==> config.mk <==
export PLATFORM = sky130hd
export DESIGN_NAME = audio_subsystem_top
export DESIGN_NICKNAME = d
export VERILOG_FILES = /design/src/audio_pkg.sv /design/src/apb_audio_regs.sv /design/src/i2s_mic_receiver.sv /design/src/tone_generator.sv /design/src/audio_mixer.sv /design/src/i2s_audio_out.sv /design/src/audio_subsystem_top.sv
export SDC_FILE = /design/constraint.sdc
export NUM_CORES = 1
export LEC_CHECK = 0
export ABC_AREA = 1
export BUFFER_PORTS_ARGS = -buffer_cell sky130_fd_sc_hd__buf_2
export CAP_MARGIN = 5
export CORE_MARGIN = 1
export CORE_UTILIZATION = 30
export CTS_CLUSTER_DIAMETER = 200
export CTS_CLUSTER_SIZE = 14
export DETAILED_ROUTE_END_ITERATION = 12
export PLACE_DENSITY = 0.42
export SLEW_MARGIN = 20
export SYNTH_ARGS = -nofsm -noshare
export SYNTH_HDL_FRONTEND = slang
export SYNTH_SLANG_ARGS = --single-unit
==> constraint.sdc <==
create_clock -name clk -period 13.8 [get_ports clk]
set_input_delay 0.69 -clock clk [delete_from_list [all_inputs] [get_ports clk]]
set_output_delay 0.69 -clock clk [all_outputs]
set_load 0.01 [all_outputs]
==> src/audio_pkg.sv <==
package audio_pkg;

    // ----------------------------------------
    // APB bus

    typedef struct packed {
        logic        psel;
        logic        penable;
        logic        pwrite;
        logic [ 7:0] paddr;
        logic [31:0] pwdata;
    } apb_req_t;

    typedef struct packed {
        logic [31:0] prdata;
        logic        pready;   // always 1, no wait states
        logic        pslverr;
    } apb_rsp_t;

    // ----------------------------------------
    // datapath

    // gains are unsigned 4.4 fixed point, 16 is unity
    typedef struct packed {
        logic               mic_en;
        logic               tone_en;
        logic        [ 7:0] mic_gain;
        logic        [ 7:0] tone_gain;
        logic        [15:0] tone_half_period;  // in sample frames
        logic signed [15:0] tone_level;
    } audio_cfg_t;

    typedef struct packed {
        logic               valid;
        logic signed [15:0] data;
    } sample_t;

    typedef struct packed {
        logic               valid;
        logic signed [23:0] data;
    } mic_sample_t;

    // ----------------------------------------
    // register map

    localparam logic [7:0] addr_ctrl       = 8'h00;
    localparam logic [7:0] addr_mic_gain   = 8'h04;
    localparam logic [7:0] addr_tone_gain  = 8'h08;
    localparam logic [7:0] addr_tone_half  = 8'h0C;
    localparam logic [7:0] addr_tone_level = 8'h10;
    localparam logic [7:0] addr_peak       = 8'h14;

    localparam int frame_bits = 64;  // bit clocks per stereo frame

endpackage

==> src/apb_audio_regs.sv <==
`timescale 1ns/1ps

module apb_audio_regs
(
    input                          clk,
    input                          reset,
    input  audio_pkg::apb_req_t    apb_req,
    output audio_pkg::apb_rsp_t    apb_rsp,
    output audio_pkg::audio_cfg_t  cfg,
    input  audio_pkg::sample_t     mix_sample
);

    import audio_pkg::*;

    logic        access;
    logic        wr_en;
    logic        mapped;
    logic [31:0] rd_data;
    logic [15:0] peak;
    logic [15:0] sample_abs;

    assign access = apb_req.psel & apb_req.penable;  // access phase
    assign wr_en  = access & apb_req.pwrite;

    // ----------------------------------------
    // read mux and address decode

    always_comb
    begin
        mapped  = 1'b1;
        rd_data = '0;
        case (apb_req.paddr)
            addr_ctrl:       rd_data = {30'd0, cfg.tone_en, cfg.mic_en};
            addr_mic_gain:   rd_data = {24'd0, cfg.mic_gain};
            addr_tone_gain:  rd_data = {24'd0, cfg.tone_gain};
            addr_tone_half:  rd_data = {16'd0, cfg.tone_half_period};
            addr_tone_level: rd_data = {16'd0, cfg.tone_level};
            addr_peak:       rd_data = {16'd0, peak};
            default:         mapped  = 1'b0;
        endcase
    end

    assign apb_rsp = '{prdata: rd_data, pready: 1'b1, pslverr: access & ~mapped};

    // ----------------------------------------
    // configuration registers

    always_ff @(posedge clk)
    begin
        if (reset)
        begin
            cfg <= '{mic_en: 1'b0, tone_en: 1'b0, mic_gain: 8'd16, tone_gain: 8'd16,
                     tone_half_period: 16'd8, tone_level: 16'h1000};
        end
        else if (wr_en)
        begin
            case (apb_req.paddr)
                addr_ctrl:
                begin
                    cfg.mic_en  <= apb_req.pwdata[0];
                    cfg.tone_en <= apb_req.pwdata[1];
                end
                addr_mic_gain:   cfg.mic_gain         <= apb_req.pwdata[7:0];
                addr_tone_gain:  cfg.tone_gain        <= apb_req.pwdata[7:0];
                addr_tone_half:  cfg.tone_half_period <= apb_req.pwdata[15:0];
                addr_tone_level: cfg.tone_level       <= apb_req.pwdata[15:0];
                default:         ;  // peak is cleared below, unmapped does nothing
            endcase
        end
    end

    // peak meter, -32768 folds onto 32767
    always_comb
    begin
        if (mix_sample.data == 16'h8000)
            sample_abs = 16'd32767;
        else if (mix_sample.data[15])
            sample_abs = -mix_sample.data;
        else
            sample_abs = mix_sample.data;
    end

    always_ff @(posedge clk)
    begin
        if (reset)
            peak <= '0;
        else if (wr_en && apb_req.paddr == addr_peak)
            peak <= '0;                      // any write clears
        else if (mix_sample.valid && sample_abs > peak)
            peak <= sample_abs;
    end

endmodule

==> src/i2s_mic_receiver.sv <==
`timescale 1ns/1ps

module i2s_mic_receiver
# (
    parameter int sck_half = 4
)
(
    input                           clk,
    input                           reset,
    input                           mic_en,
    output logic                    sck,
    output logic                    ws,
    input                           sd,
    output audio_pkg::mic_sample_t  sample
);

    import audio_pkg::*;

    localparam int div_w     = $clog2(sck_half + 1);
    localparam int cnt_w     = $clog2(frame_bits);
    localparam int data_bits = 24;

    logic [div_w     - 1:0] div_cnt;
    logic                   sck_toggle;
    logic                   sck_rise;
    logic                   sck_fall;
    logic [cnt_w     - 1:0] bit_cnt;
    logic                   in_word;
    logic [data_bits - 2:0] shift;

    // ----------------------------------------
    // bit clock divider

    assign sck_toggle = (div_cnt == div_w'(sck_half - 1));
    assign sck_rise   = sck_toggle & ~sck;
    assign sck_fall   = sck_toggle &  sck;

    always_ff @(posedge clk)
    begin
        if (reset)
        begin
            div_cnt <= '0;
            sck     <= 1'b0;
        end
        else if (sck_toggle)
        begin
            div_cnt <= '0;
            sck     <= ~sck;
        end
        else
        begin
            div_cnt <= div_cnt + 1'b1;
        end
    end

    // frame position advances on the falling edge, ws follows it
    always_ff @(posedge clk)
    begin
        if (reset)
            bit_cnt <= '0;
        else if (sck_fall)
            bit_cnt <= bit_cnt + 1'b1;
    end

    assign ws = bit_cnt[cnt_w - 1];  // low for the left half

    // ----------------------------------------
    // left word capture

    // MSB sits one bit clock after ws falls
    assign in_word = (bit_cnt >= cnt_w'(1)) && (bit_cnt <= cnt_w'(data_bits));

    always_ff @(posedge clk)
    begin
        if (sck_rise && in_word)
            shift <= {shift[data_bits - 3:0], sd};
    end

    // the strobe runs every frame so the tone keeps stepping with the mic off
    always_ff @(posedge clk)
    begin
        if (reset)
        begin
            sample <= '0;
        end
        else
        begin
            sample.valid <= 1'b0;
            if (sck_rise && bit_cnt == cnt_w'(data_bits))
            begin
                sample.valid <= 1'b1;
                sample.data  <= mic_en ? {shift, sd} : '0;  // last bit taken straight from sd
            end
        end
    end

endmodule

==> src/tone_generator.sv <==
`timescale 1ns/1ps

module tone_generator
(
    input                          clk,
    input                          reset,
    input  audio_pkg::audio_cfg_t  cfg,
    input                          step,
    output logic signed [15:0]     tone_sample
);

    logic [15:0] step_cnt;
    logic        negative;
    logic        half_done;

    // widened by one bit so a count of 16'hffff cannot wrap
    assign half_done = ({1'b0, step_cnt} + 17'd1) >= {1'b0, cfg.tone_half_period};

    // ----------------------------------------
    // half period counter

    always_ff @(posedge clk)
    begin
        if (reset || !cfg.tone_en)
        begin
            step_cnt <= '0;
            negative <= 1'b0;       // restart on the positive half
        end
        else if (step)
        begin
            if (half_done)
            begin
                step_cnt <= '0;
                negative <= ~negative;
            end
            else
            begin
                step_cnt <= step_cnt + 16'd1;
            end
        end
    end

    // output only moves on a step or a register write
    always_comb
    begin
        if (!cfg.tone_en)
            tone_sample = '0;
        else if (negative)
            tone_sample = -cfg.tone_level;
        else
            tone_sample = cfg.tone_level;
    end

endmodule

==> src/audio_mixer.sv <==
`timescale 1ns/1ps

module audio_mixer
(
    input                           clk,
    input                           reset,
    input  audio_pkg::audio_cfg_t   cfg,
    input  audio_pkg::mic_sample_t  mic,
    input  logic signed [15:0]      tone_sample,
    output audio_pkg::sample_t      mix
);

    logic signed [15:0] mic_word;
    logic signed [24:0] mic_term;
    logic signed [24:0] tone_term;
    logic signed [25:0] sum;
    logic signed [21:0] scaled;
    logic signed [15:0] sat;

    assign mic_word = mic.data[23:8];  // top 16 of the 24 bit sample

    // ----------------------------------------
    // gain stage, 16 x 9 bit signed products

    always_comb
    begin
        mic_term  = '0;
        tone_term = '0;
        if (cfg.mic_en)
            mic_term = mic_word * $signed({1'b0, cfg.mic_gain});
        if (cfg.tone_en)
            tone_term = tone_sample * $signed({1'b0, cfg.tone_gain});
    end

    assign sum    = mic_term + tone_term;
    assign scaled = sum[25:4];   // arithmetic shift right by 4

    // clip to the 16 bit signed range
    always_comb
    begin
        if (scaled > 22'sd32767)
            sat = 16'sh7fff;
        else if (scaled < -22'sd32768)
            sat = 16'sh8000;
        else
            sat = scaled[15:0];
    end

    // ----------------------------------------
    // output register, one cycle after the mic strobe

    always_ff @(posedge clk)
    begin
        if (reset)
        begin
            mix <= '0;
        end
        else
        begin
            mix.valid <= mic.valid;
            if (mic.valid)
                mix.data <= sat;
        end
    end

endmodule

==> src/i2s_audio_out.sv <==
`timescale 1ns/1ps

module i2s_audio_out
# (
    parameter int sck_half = 4
)
(
    input                        clk,
    input                        reset,
    input  audio_pkg::sample_t   sample,
    output logic                 bclk,
    output logic                 lrclk,
    output logic                 sdata
);

    import audio_pkg::*;

    localparam int div_w       = $clog2(sck_half + 1);
    localparam int cnt_w       = $clog2(frame_bits);
    localparam int half_bits   = frame_bits / 2;
    localparam int sample_bits = 16;

    logic [div_w       - 1:0] div_cnt;
    logic                     bclk_toggle;
    logic                     bclk_fall;
    logic [cnt_w       - 1:0] bit_cnt;
    logic [cnt_w       - 1:0] next_cnt;
    logic [cnt_w       - 2:0] slot;          // position inside one channel
    logic [sample_bits - 1:0] held;
    logic [sample_bits - 1:0] frame_word;
    logic [sample_bits - 1:0] shift;

    // ----------------------------------------
    // bit clock and word select

    assign bclk_toggle = (div_cnt == div_w'(sck_half - 1));
    assign bclk_fall   = bclk_toggle & bclk;

    always_ff @(posedge clk)
    begin
        if (reset)
        begin
            div_cnt <= '0;
            bclk    <= 1'b0;
        end
        else if (bclk_toggle)
        begin
            div_cnt <= '0;
            bclk    <= ~bclk;
        end
        else
        begin
            div_cnt <= div_cnt + 1'b1;
        end
    end

    assign next_cnt = bit_cnt + 1'b1;
    assign slot     = next_cnt[cnt_w - 2:0];
    assign lrclk    = bit_cnt[cnt_w - 1];

    // newest sample wins, older ones are simply overwritten
    always_ff @(posedge clk)
    begin
        if (reset)
            held <= '0;
        else if (sample.valid)
            held <= sample.data;
    end

    // ----------------------------------------
    // serializer, data changes on the falling edge

    always_ff @(posedge clk)
    begin
        if (reset)
        begin
            bit_cnt    <= '0;
            frame_word <= '0;
            shift      <= '0;
            sdata      <= 1'b0;
        end
        else if (bclk_fall)
        begin
            bit_cnt <= next_cnt;
            if (next_cnt == '0)
            begin
                frame_word <= held;            // one word for both channels
                shift      <= held;
                sdata      <= 1'b0;
            end
            else if (next_cnt == cnt_w'(half_bits))
            begin
                shift <= frame_word;           // right channel repeats the left
                sdata <= 1'b0;
            end
            else if (slot >= (cnt_w - 1)'(1) && slot <= (cnt_w - 1)'(sample_bits))
            begin
                sdata <= shift[sample_bits - 1];
                shift <= {shift[sample_bits - 2:0], 1'b0};
            end
            else
            begin
                sdata <= 1'b0;                 // padding after the LSB
            end
        end
    end

endmodule

==> src/audio_subsystem_top.sv <==
`timescale 1ns/1ps

module audio_subsystem_top
# (
    parameter int sck_half = 4
)
(
    input                         clk,
    input                         reset,

    input  audio_pkg::apb_req_t   apb_req,
    output audio_pkg::apb_rsp_t   apb_rsp,

    output                        mic_sck,
    output                        mic_ws,
    input                         mic_sd,

    output                        i2s_bclk,
    output                        i2s_lrclk,
    output                        i2s_sdata
);

    import audio_pkg::*;

    audio_cfg_t         cfg;
    mic_sample_t        mic_sample;
    sample_t            mix_sample;
    logic signed [15:0] tone_sample;

    // ----------------------------------------

    apb_audio_regs i_regs
    (
        .clk         ( clk         ),
        .reset       ( reset       ),
        .apb_req     ( apb_req     ),
        .apb_rsp     ( apb_rsp     ),
        .cfg         ( cfg         ),
        .mix_sample  ( mix_sample  )   // feeds the peak meter
    );

    i2s_mic_receiver # (.sck_half (sck_half)) i_microphone
    (
        .clk         ( clk         ),
        .reset       ( reset       ),
        .mic_en      ( cfg.mic_en  ),
        .sck         ( mic_sck     ),
        .ws          ( mic_ws      ),
        .sd          ( mic_sd      ),
        .sample      ( mic_sample  )
    );

    // tone steps once per mic frame
    tone_generator i_tone
    (
        .clk         ( clk              ),
        .reset       ( reset            ),
        .cfg         ( cfg              ),
        .step        ( mic_sample.valid ),
        .tone_sample ( tone_sample      )
    );

    audio_mixer i_mixer
    (
        .clk         ( clk         ),
        .reset       ( reset       ),
        .cfg         ( cfg         ),
        .mic         ( mic_sample  ),
        .tone_sample ( tone_sample ),
        .mix         ( mix_sample  )
    );

    i2s_audio_out # (.sck_half (sck_half)) o_audio
    (
        .clk         ( clk         ),
        .reset       ( reset       ),
        .sample      ( mix_sample  ),
        .bclk        ( i2s_bclk    ),
        .lrclk       ( i2s_lrclk   ),
        .sdata       ( i2s_sdata   )
    );

endmodule

Yosys cells after proc, flatten, opt, wreduce, memory -nomap -nowiden:

Index checks and enable logic that the tools add are counted.

* bitwise operators: 10
* magnitude comparators: 8
* reduce and logical (&&, ||, !) cells: 23
* multiply operators: 2
* muxes and demuxes: 19
* add/subtract/negate cells: 9
* equality and inequality tests: 10

Operator list (count)
* 2-to-1 mux 16 bit: 10
* case mux 16 bit (6 select lines): 1
* 2-to-1 mux 25 bit: 3
* multiplier 16 x 9 -> 25 bit: 2
* negator 16 bit: 2
* adder 25 x 25 -> 26 bit: 1
* 2-to-1 mux 24 bit: 1
* > comparator 22 x 16 -> 1 bit (second input constant): 1
* < comparator 22 x 16 -> 1 bit (second input constant): 1
* adder 16 x 1 -> 17 bit (second input constant): 1
* greater-or-equal comparator 17 x 16 -> 1 bit: 1
* adder 16 x 1 -> 16 bit (second input constant): 1
* == test 16 bit (second input constant): 1
* == test 8 x 4 -> 1 bit (second input constant): 2
* == test 8 x 5 -> 1 bit (second input constant): 2
* > comparator 16 bit: 1
* AND reduction 2 bit: 8
* adder 6 x 1 -> 6 bit (second input constant): 2
* == test 8 x 3 -> 1 bit (second input constant): 1
* logical NOT 8 bit: 1
* adder 3 x 1 -> 3 bit (second input constant): 2
* AND 1 bit: 6
* == test 3 x 2 -> 1 bit (second input constant): 2
* == test 6 x 5 -> 1 bit (second input constant): 1
* 14 further kinds: 27

* output and inout port bits: 39
* input bits: 46
* word-level logic and storage cells: 105
* bits in registers: 217

Depth between registers and ports, before layout:

Gate-level depths: netlist of the first run.

* depth after elaboration: 9
* mapped depth: 47
* mapped depth without buffers: 46

By module:

Synthesis of the first run repeated with hierarchy kept, for this count alone.

* cells, all modules: 3414
* area, all modules: 23297.3 um^2

By module, submodules not included
* audio_mixer: seq. area each 340.3 um^2, area each 12146.6 um^2, instances 1, cells an instance 1799
* apb_audio_regs: seq. area each 1321.3 um^2, area each 3942.5 um^2, instances 1, cells an instance 626
* i2s_audio_out: seq. area each 1181.1 um^2, area each 2760.1 um^2, instances 1, cells an instance 391
* i2s_mic_receiver: seq. area each 1391.3 um^2, area each 2442.3 um^2, instances 1, cells an instance 253
* tone_generator: seq. area each 340.3 um^2, area each 2005.7 um^2, instances 1, cells an instance 345

Least setup slack after synthesis of the first run:

OpenSTA, ideal clock, no wires.

* kind: register to register
* from: register, netlist name i_regs.cfg[0]
* to: register i_mixer.mix[10] in the netlist's numbering
* period minus slack after synthesis: 7014 ps
* cell stages (with the launch flop): 46
* slack: 6786 ps
* library setup time: 117 ps
* data required time: 13683 ps
* data arrival time: 6897 ps
* buffers on the path: 1
* cell sequence: dfxtp_1 -> inv_1 -> ha_1 -> inv_1 -> nor3_2 -> nand3_1 -> nor3_2 -> nand3_1 -> o21ai_0 -> or2_2 -> nand3_1 -> inv_1 -> nand2_1 -> fa_1 -> inv_1 -> fa_1 -> fa_1 -> inv_1 -> (+10 left out) -> ha_1 -> nand2_1 -> inv_1 -> nand2_1 -> nand2_1 -> nand2_1 -> nand3_1 -> a21oi_1 -> nand2_2 -> nand2_1 -> nand2_1 -> nor2_1 -> nand3_1 -> nand2_1 -> nand2_2 -> buf_6 -> nor2_1 -> nor2_1

* word-level cells in the longest chain between the ends: 9
* elaborated cells on any way between the ends: 10
* classes of those cells: add/sub (2); mul (1); order compare (2); mux (5)

Ends and longest elaborated chain
* negator 16 bit: RTL line tone_generator.sv:49 `tone_sample = -cfg.tone_level;`
* 2-to-1 mux 16 bit (*): RTL line tone_generator.sv:48 `else if (negative)`
* 2-to-1 mux 16 bit (*): RTL line tone_generator.sv:46 `if (!cfg.tone_en)`
* multiplier 16 x 9 -> 25 bit (*): RTL line audio_mixer.sv:32 `tone_term = tone_sample * $signed({1'b0, cfg.tone_gain});`
* 2-to-1 mux 25 bit (*): RTL line audio_mixer.sv:31 `if (cfg.tone_en)`
* adder 25 x 25 -> 26 bit (*): RTL line audio_mixer.sv:35 `assign sum = mic_term + tone_term;`
* < comparator 22 x 16 -> 1 bit: RTL line audio_mixer.sv:43 `else if (scaled < -22'sd32768)`
* 2-to-1 mux 16 bit: RTL line audio_mixer.sv:43
* 2-to-1 mux 16 bit (*): RTL line audio_mixer.sv:41 `if (scaled > 22'sd32767)`
* end, declared: RTL line audio_mixer.sv:10 `output audio_pkg::sample_t mix`

Every way passes the cells marked *; elsewhere a longest branch is shown, timed or not.
A chain may end at the register's enable or synchronous reset.

Worst setup path after layout of the first run:

* from: register, netlist name i_regs.cfg[0]
* to: register i_mixer.mix[13] in the netlist's numbering

* word-level cells in the longest chain between the ends: 9
* elaborated cells on any way between the ends: 10
* classes of those cells: add/sub (2); mul (1); order compare (2); mux (5)

Ends and longest elaborated chain (RTL line)
* negator 16 bit: tone_generator.sv:49
* 2-to-1 mux 16 bit (*): tone_generator.sv:48
* 2-to-1 mux 16 bit (*): tone_generator.sv:46
* multiplier 16 x 9 -> 25 bit (*): audio_mixer.sv:32
* 2-to-1 mux 25 bit (*): audio_mixer.sv:31
* adder 25 x 25 -> 26 bit (*): audio_mixer.sv:35
* < comparator 22 x 16 -> 1 bit: audio_mixer.sv:43
* 2-to-1 mux 16 bit: audio_mixer.sv:43
* 2-to-1 mux 16 bit (*): audio_mixer.sv:41

Marks and branches as above.

==> results.md, run 1 <==
* Outcome: complete, no violations
* Syn Std Cell Area at 21,600 sq um
* Count of different cell masters after synthesis at 58
* Cts bufs inserted at 19
* RSZ-0062 raised after global routing: no
* CP max-delay cell: fa_1
* Worst skew pair latency at 0.52 ns
* Cell Pwr Density at 49.6 nW/um^2
* Ys Warns at 0
* Highest net fanout along the worst path at 15
* Starting density of the core at 30.3%
* Number of DRC markers in iteration 0 at 1,007
* Vias per inst at 4.67
* Setup TNS at 0 ns
* Post-CTS sizing at 0
* Post-Synth Adder-Cell Area at 28.6%
* Asr flop ratio synth at 0%
* Drt first pass iters at 5
* Share of post-route cells with drive strength above 1 at 7.57%
* Routed length per instance at 15.8 um
* Vias at 18,100
* Critical Path Most Common Cell: nand2_1
* CP endpoint kind: flip-flop
* Initial antenna violation count at 0
* I/O Buffers at 51
* Routed Antenna Nets at 0
* CTS tree: done
* Layout Nets at 3,349
* Worst VDD drop at 0.0618 mV
* Hold crit path type: input port to flip-flop
* Period utilization at 61.3%
* Pins Over Slew Limit at 0
* Routed WL at 61,400 um
* ANT cells at 0
* Number of flops mapped to enable cells by yosys at 23
* Syn_area_per_cell at 7.33 sq um
* Area Overhead vs Synth at 7.06%
* Commonest non-fill, non-tap cell in the layout: inv_1
* Root Driver: clkbuf_16
* FF+latch count, synth at 209
* Post-synthesis simple-gate area fraction at 21.2%
* Final count of hold timing violations at 0
* Die X-Extent at 270 um
* Worst-margin pin slew at 1.12 ns
* F_max at 118 MHz
* Clk buf depth at 3
* Leak at 11.5 nW
* Total setup buffers inserted after CTS at 0
* Worst-case clock skew at 0.0143 ns
* Number of core rows at 98
* Floorplan Core Area at 71,400 sq um
* H-Tree Depth at 1
* CTS Sinks at 209
* Reg2reg setup slack at 5.34 ns
* Min cycle time layout at 8.46 ns
* Die H at 270 um
* Max transition margin at 25.6%
* Post-synthesis xor/xnor area fraction at 2.63%
* Compound-cell area share of the yosys netlist at 13.8%
* I/O pins at 85
* Setup Viol. Count Final at 0
* RePlAce Congestion at 0.880
* Worst path required time at 14.21 ns
* Mapped Cells at 2,949
* First-pass GRT wire length at 99,900 um
* DRC at 0
* Mux contribution to synthesized area at 0%
* Detailed-placement wirelength estimate at 48,900 um
* Max_cap viols at 0
* Worst Setup Start Kind: flip-flop
* Most frequent cells in the layout: 580 x inv_1, 527 x nand2_1, 287 x nor2_1, 230 x a21oi_1, 202 x fa_1
* Die area at 73,100 sq um
* Worst EP arrival at 8.87 ns
* Register area share after synthesis at 20.4%
* Critical path class: flip-flop to flip-flop
* Main combinational cell family by area after synthesis: adder cells
* Vias in the first global route at 18,100
* Largest net degree at the start of global routing at 102
* Top_reg_cell synth: dfxtp_1
* # hold bufs at CTS at 0
* Total track usage at 16.9%
* Total grt overflow at 0
* Hold slack at 0.380 ns
* Worst path max stage delay at 0.57 ns
* Reg clk slew, reported paths at 0.07 ns
==> worst paths after layout <==
kind | start | to | cells after the start
max | i_regs.cfg[0] | i_mixer.mix[13] | 44
min | mic_sd | i_microphone.shift[0] | 1
max reg2reg | i_regs.cfg[0] | i_mixer.mix[13] | 44
min reg2reg | o_audio.div_cnt[0] | o_audio.div_cnt[0] | 1
==> metrics by stage <==
stage                     power [mW]  std cells  worst slack [ns]  area [sq um]  util (%)
final                           1.15       3884              5.34         23100      32.4
after global routing            1.19       3884              4.60         23100      32.4
after CTS                       1.17       3884              5.29         23100      32.4
after detailed placement       0.669       3859              5.31         22600      31.7
after global placement         0.669       3859              5.33         22600      31.7
after floorplan                0.658       2964              6.79         21700         -
==> final cells by class <==
| type | instances | area [sq um] |
|---|---|---|
| multi-input combinational | 2029 | 14400 |
| fill | 7850 | 48200 |
| clock inverter | 2 | 18.8 |
| timing repair buffer | 66 | 368 |
| tap | 950 | 1190 |
| sequential | 209 | 4410 |
| inverter | 605 | 2270 |
| clock buffer | 23 | 490 |
==> power by group <==
| part | switching, mW | leakage (nW) | internal, mW |
|---|---|---|---|
| clock | 0.240 | 0.245 | 0.251 |
| combinational | 0.0262 | 9.58 | 0.0111 |
| sequential | 0.00243 | 1.71 | 0.616 |
| total | 0.269 | 11.5 | 0.878 |
==> critical path: cells and delay by family, from the launching register on <==
| kind | cells | cell delay (ns) |
|---|---|---|
| xor gates and xnor gates | 1 | 0.10 |
| buffers and inverters | 7 | 0.71 |
| AOI/OAI and AO/OA | 6 | 1.43 |
| adders and majority gates | 7 | 2.93 |
| and+or+nand+nor | 23 | 2.74 |
| DFF | 1 | 0.44 |
==> layer usage <==
layer / vias to the layer above / GRT usage [%] / share of wire [%]
met1: 8643 / 23.7 / 49
met5: - / 0 / 0
met3: 77 / 1.48 / 3.6
met4: 0 / 5.03 / 2.9
li1: 9140 / - / -
met2: 274 / 27.6 / 45
==> cell families (layout without fill, tap and decap cells) <==
logic type,count (synthesis),count (layout)
buf+inv,726,696
other cells,2,17
compound gates,532,532
simple gates,1042,1042
flops,209,209
fa+ha+maj,373,373
xor+xnor,65,65
==> registers in the layout, indices dropped and copies added, names as in the netlist <==
name	count
o_audio.held	16
o_audio.sdata	1
o_audio.frame_word	16
i_microphone.bit_cnt	6
i_tone.negative	1
i_regs.cfg	50
i_microphone.sample	17
i_microphone.sck	1
o_audio.bit_cnt	6
o_audio.div_cnt	3
o_audio.shift	16
i_regs.peak	16
i_mixer.mix	17
i_tone.step_cnt	16
i_microphone.div_cnt	3
i_microphone.shift	23
o_audio.bclk	1
==> synthesized netlist by cell type, drive strengths merged (2+ instances only) <==
cell / instances / area, sq um
a211oi: 6 / 45.0
a21boi: 2 / 15.0
a21o: 6 / 45.0
a21oi: 250 / 1330
a221oi: 19 / 166
a31oi: 8 / 50.1
buf: 38 / 274
clkbuf: 82 / 308
clkinv: 6 / 22.5
conb: 2 / 7.51
dfxtp: 186 / 3720
edfxtp: 23 / 691
fa: 202 / 4040
ha: 171 / 2140
inv: 599 / 2250
nand2: 572 / 2310
nand3: 92 / 500
nand3b: 2 / 15.0
nand4: 21 / 138
nor2: 310 / 1270
nor3: 28 / 191
nor3b: 2 / 15.0
nor4: 8 / 92.6
o211ai: 8 / 60.1
o21a: 5 / 37.5
o21ai: 196 / 981
o21bai: 6 / 56.3
o221ai: 9 / 78.8
o22ai: 11 / 68.8
o31ai: 2 / 15.0
or2: 6 / 37.5
xnor2: 20 / 175
xor2: 45 / 394
(Power assumes the default switching activity.)
==> run 2: changes to the inputs <==
- clock period: 13.8 -> 7.8 ns (I/O delays scaled with it)
==> results.md, run 2 (synthesis results as in run 1) <==
* I/O pins at 85
* Worst-case clock skew at 0.0157 ns
* Total track usage at 17.4%
* CTS tree: done
* Critical path class: flip-flop to flip-flop
* Drt first pass iters at 6
* Starting density of the core at 30.3%
* Vias at 18,700
* Internal power at 1.55 mW
* H-Tree Depth at 1
* Cts bufs inserted at 18
* Share of post-route cells with drive strength above 1 at 14.0%
* Setup TNS at 0 ns
* Cell count after placement at 3,951
* Worst path max stage delay at 0.52 ns
* Root Driver: clkbuf_16
* RePlAce Congestion at 0.883
* Period utilization at 95.2%
* Routed WL at 64,100 um
* Area Overhead vs Synth at 13.5%
* Placed Area at 23,300 sq um
* Worst EP arrival at 7.87 ns
* Die X-Extent at 270 um
* Setup Viol. Count Final at 0
* CTS Sinks at 209
* Worst skew pair latency at 0.52 ns
* CP endpoint kind: flip-flop
* Commonest non-fill, non-tap cell in the layout: inv_1
* Post-route cell area at 24,500 sq um
* Net Sw Frac at 23.2%
* Min cycle time layout at 7.43 ns
* Detailed-placement wirelength estimate at 50,900 um
* Initial antenna violation count at 0
* Layout Nets at 3,456
* Largest Register: i_regs.cfg
* Max_cap viols at 0
* Reg clk slew, reported paths at 0.07 ns
* Cell Pwr Density at 82.1 nW/um^2
* Hold crit path type: input port to flip-flop
* Worst VDD drop at 0.152 mV
* Worst Setup Start Kind: flip-flop
* Die H at 270 um
* First-pass GRT wire length at 102,000 um
* I/O Buffers at 51
* Floorplan Core Area at 71,400 sq um
* Max transition margin at 36.8%
* Most frequent cells in the layout: 572 x inv_1, 511 x nand2_1, 269 x nor2_1, 211 x a21oi_1, 202 x fa_1
* Worst-margin pin slew at 0.945 ns
* Non-filler cells, final at 3,990
* Highest net fanout along the worst path at 12
* Comb power frac at 3.3%
* Largest registers: i_regs.cfg x50, i_microphone.shift x23
* Total grt overflow at 0
* F_max at 135 MHz
* Final count of hold timing violations at 0
* Switch Pwr at 0.466 mW
* Hold slack at 0.0670 ns
* Critical path buffer and inverter count at 10
* Outcome: complete, no violations
* # hold bufs at CTS at 0
* Final Core Density at 34.4%
* Vias in the first global route at 18,400
* Max reg flops at 50
* Pins Over Slew Limit at 0
* Die area at 73,100 sq um
* Number of DRC markers in iteration 0 at 1,013
* Leak at 12.1 nW
* Seq pwr share at 54.3%
* Routed Antenna Nets at 0
* Vias per inst at 4.69
* DRC at 0
* Clk buf depth at 3
* Routed length per instance at 16.1 um
* CP max-delay cell: fa_1
* Number of core rows at 98
* Worst path required time at 8.24 ns
* Family with the most delay on the worst path: simple AND/OR/NAND/NOR gates
* Largest net degree at the start of global routing at 99
* Power share of the clock group at 42.4%
* ANT cells at 0
## run 2: changes by cell type in the layout (fill, tap and decap cells not counted), sizes merged
cell and change:
buf +106, inv -1, clkinvlp -1, nand2 +2
## run 2: repair_timing
item	CTS	global route
gates resized for setup	1	136
setup buffers	0	14
pin swaps	0	40
cloned	0	2
setup endpoints to repair	2	16
## run 2: power groups by stage
stage | Clock (mW) | Combinational [mW] | Sequential (mW)
finish | 0.854 | 0.0663 | 1.09
global placement | 0 | 0.0642 | 1.12
global route | 0.930 | 0.0743 | 1.09
detailed placement | 0 | 0.0661 | 1.12
floorplan | 0 | 0.0457 | 1.12
CTS | 0.889 | 0.0663 | 1.09
## run 2: worst register-to-register path: cells and delay by family (launching register included)
kind,cells,cell delay [ns]
flip-flops,1,0.31
AND/OR/NAND/NOR,20,2.66
adder cells (fa/ha/maj),7,2.62
AO/OA/AOI/OAI,7,0.93
buffers and inverters,10,0.86
## run 2: area by class of cell
cell class,instances,area [sq um]
inverters,605,2270
fillers,7715,46800
well taps,950,1190
clock buffers,23,490
multi-input cells,2031,15000
repair buffers,172,1180
flip-flops and latches,209,4420
## run 2: path summary, 6_finish.rpt
check,from,endpoint,slack (ns),cells past startpoint
worst max register to register,i_regs.cfg[1],i_mixer.mix[8],0.37,44
worst min-delay path,mic_sd,i_microphone.shift[0],0.07,1
worst min register to register,o_audio.div_cnt[0],o_audio.div_cnt[0],0.42,1
worst max-delay path,i_regs.cfg[1],i_mixer.mix[8],0.37,44
## run 2: metrics by stage
| stage | worst slack [ns] | total power [mW] |
|---|---|---|
| after global routing | -0.100 | 2.10 |
| after floorplan | 0.786 | 1.16 |
| final | 0.374 | 2.01 |
| after detailed placement | 0.0366 | 1.18 |
| after global placement | 0.0450 | 1.18 |
| after CTS | 0.0450 | 2.05 |
## run 2: routing by layer
layer	track usage, %	up-vias	part of all wire [%]
li1	-	9343	-
met1	24.3	8978	47
met2	28.9	323	47
met3	1.38	72	3.5
met4	4.22	0	2.2
met5	0	-	0
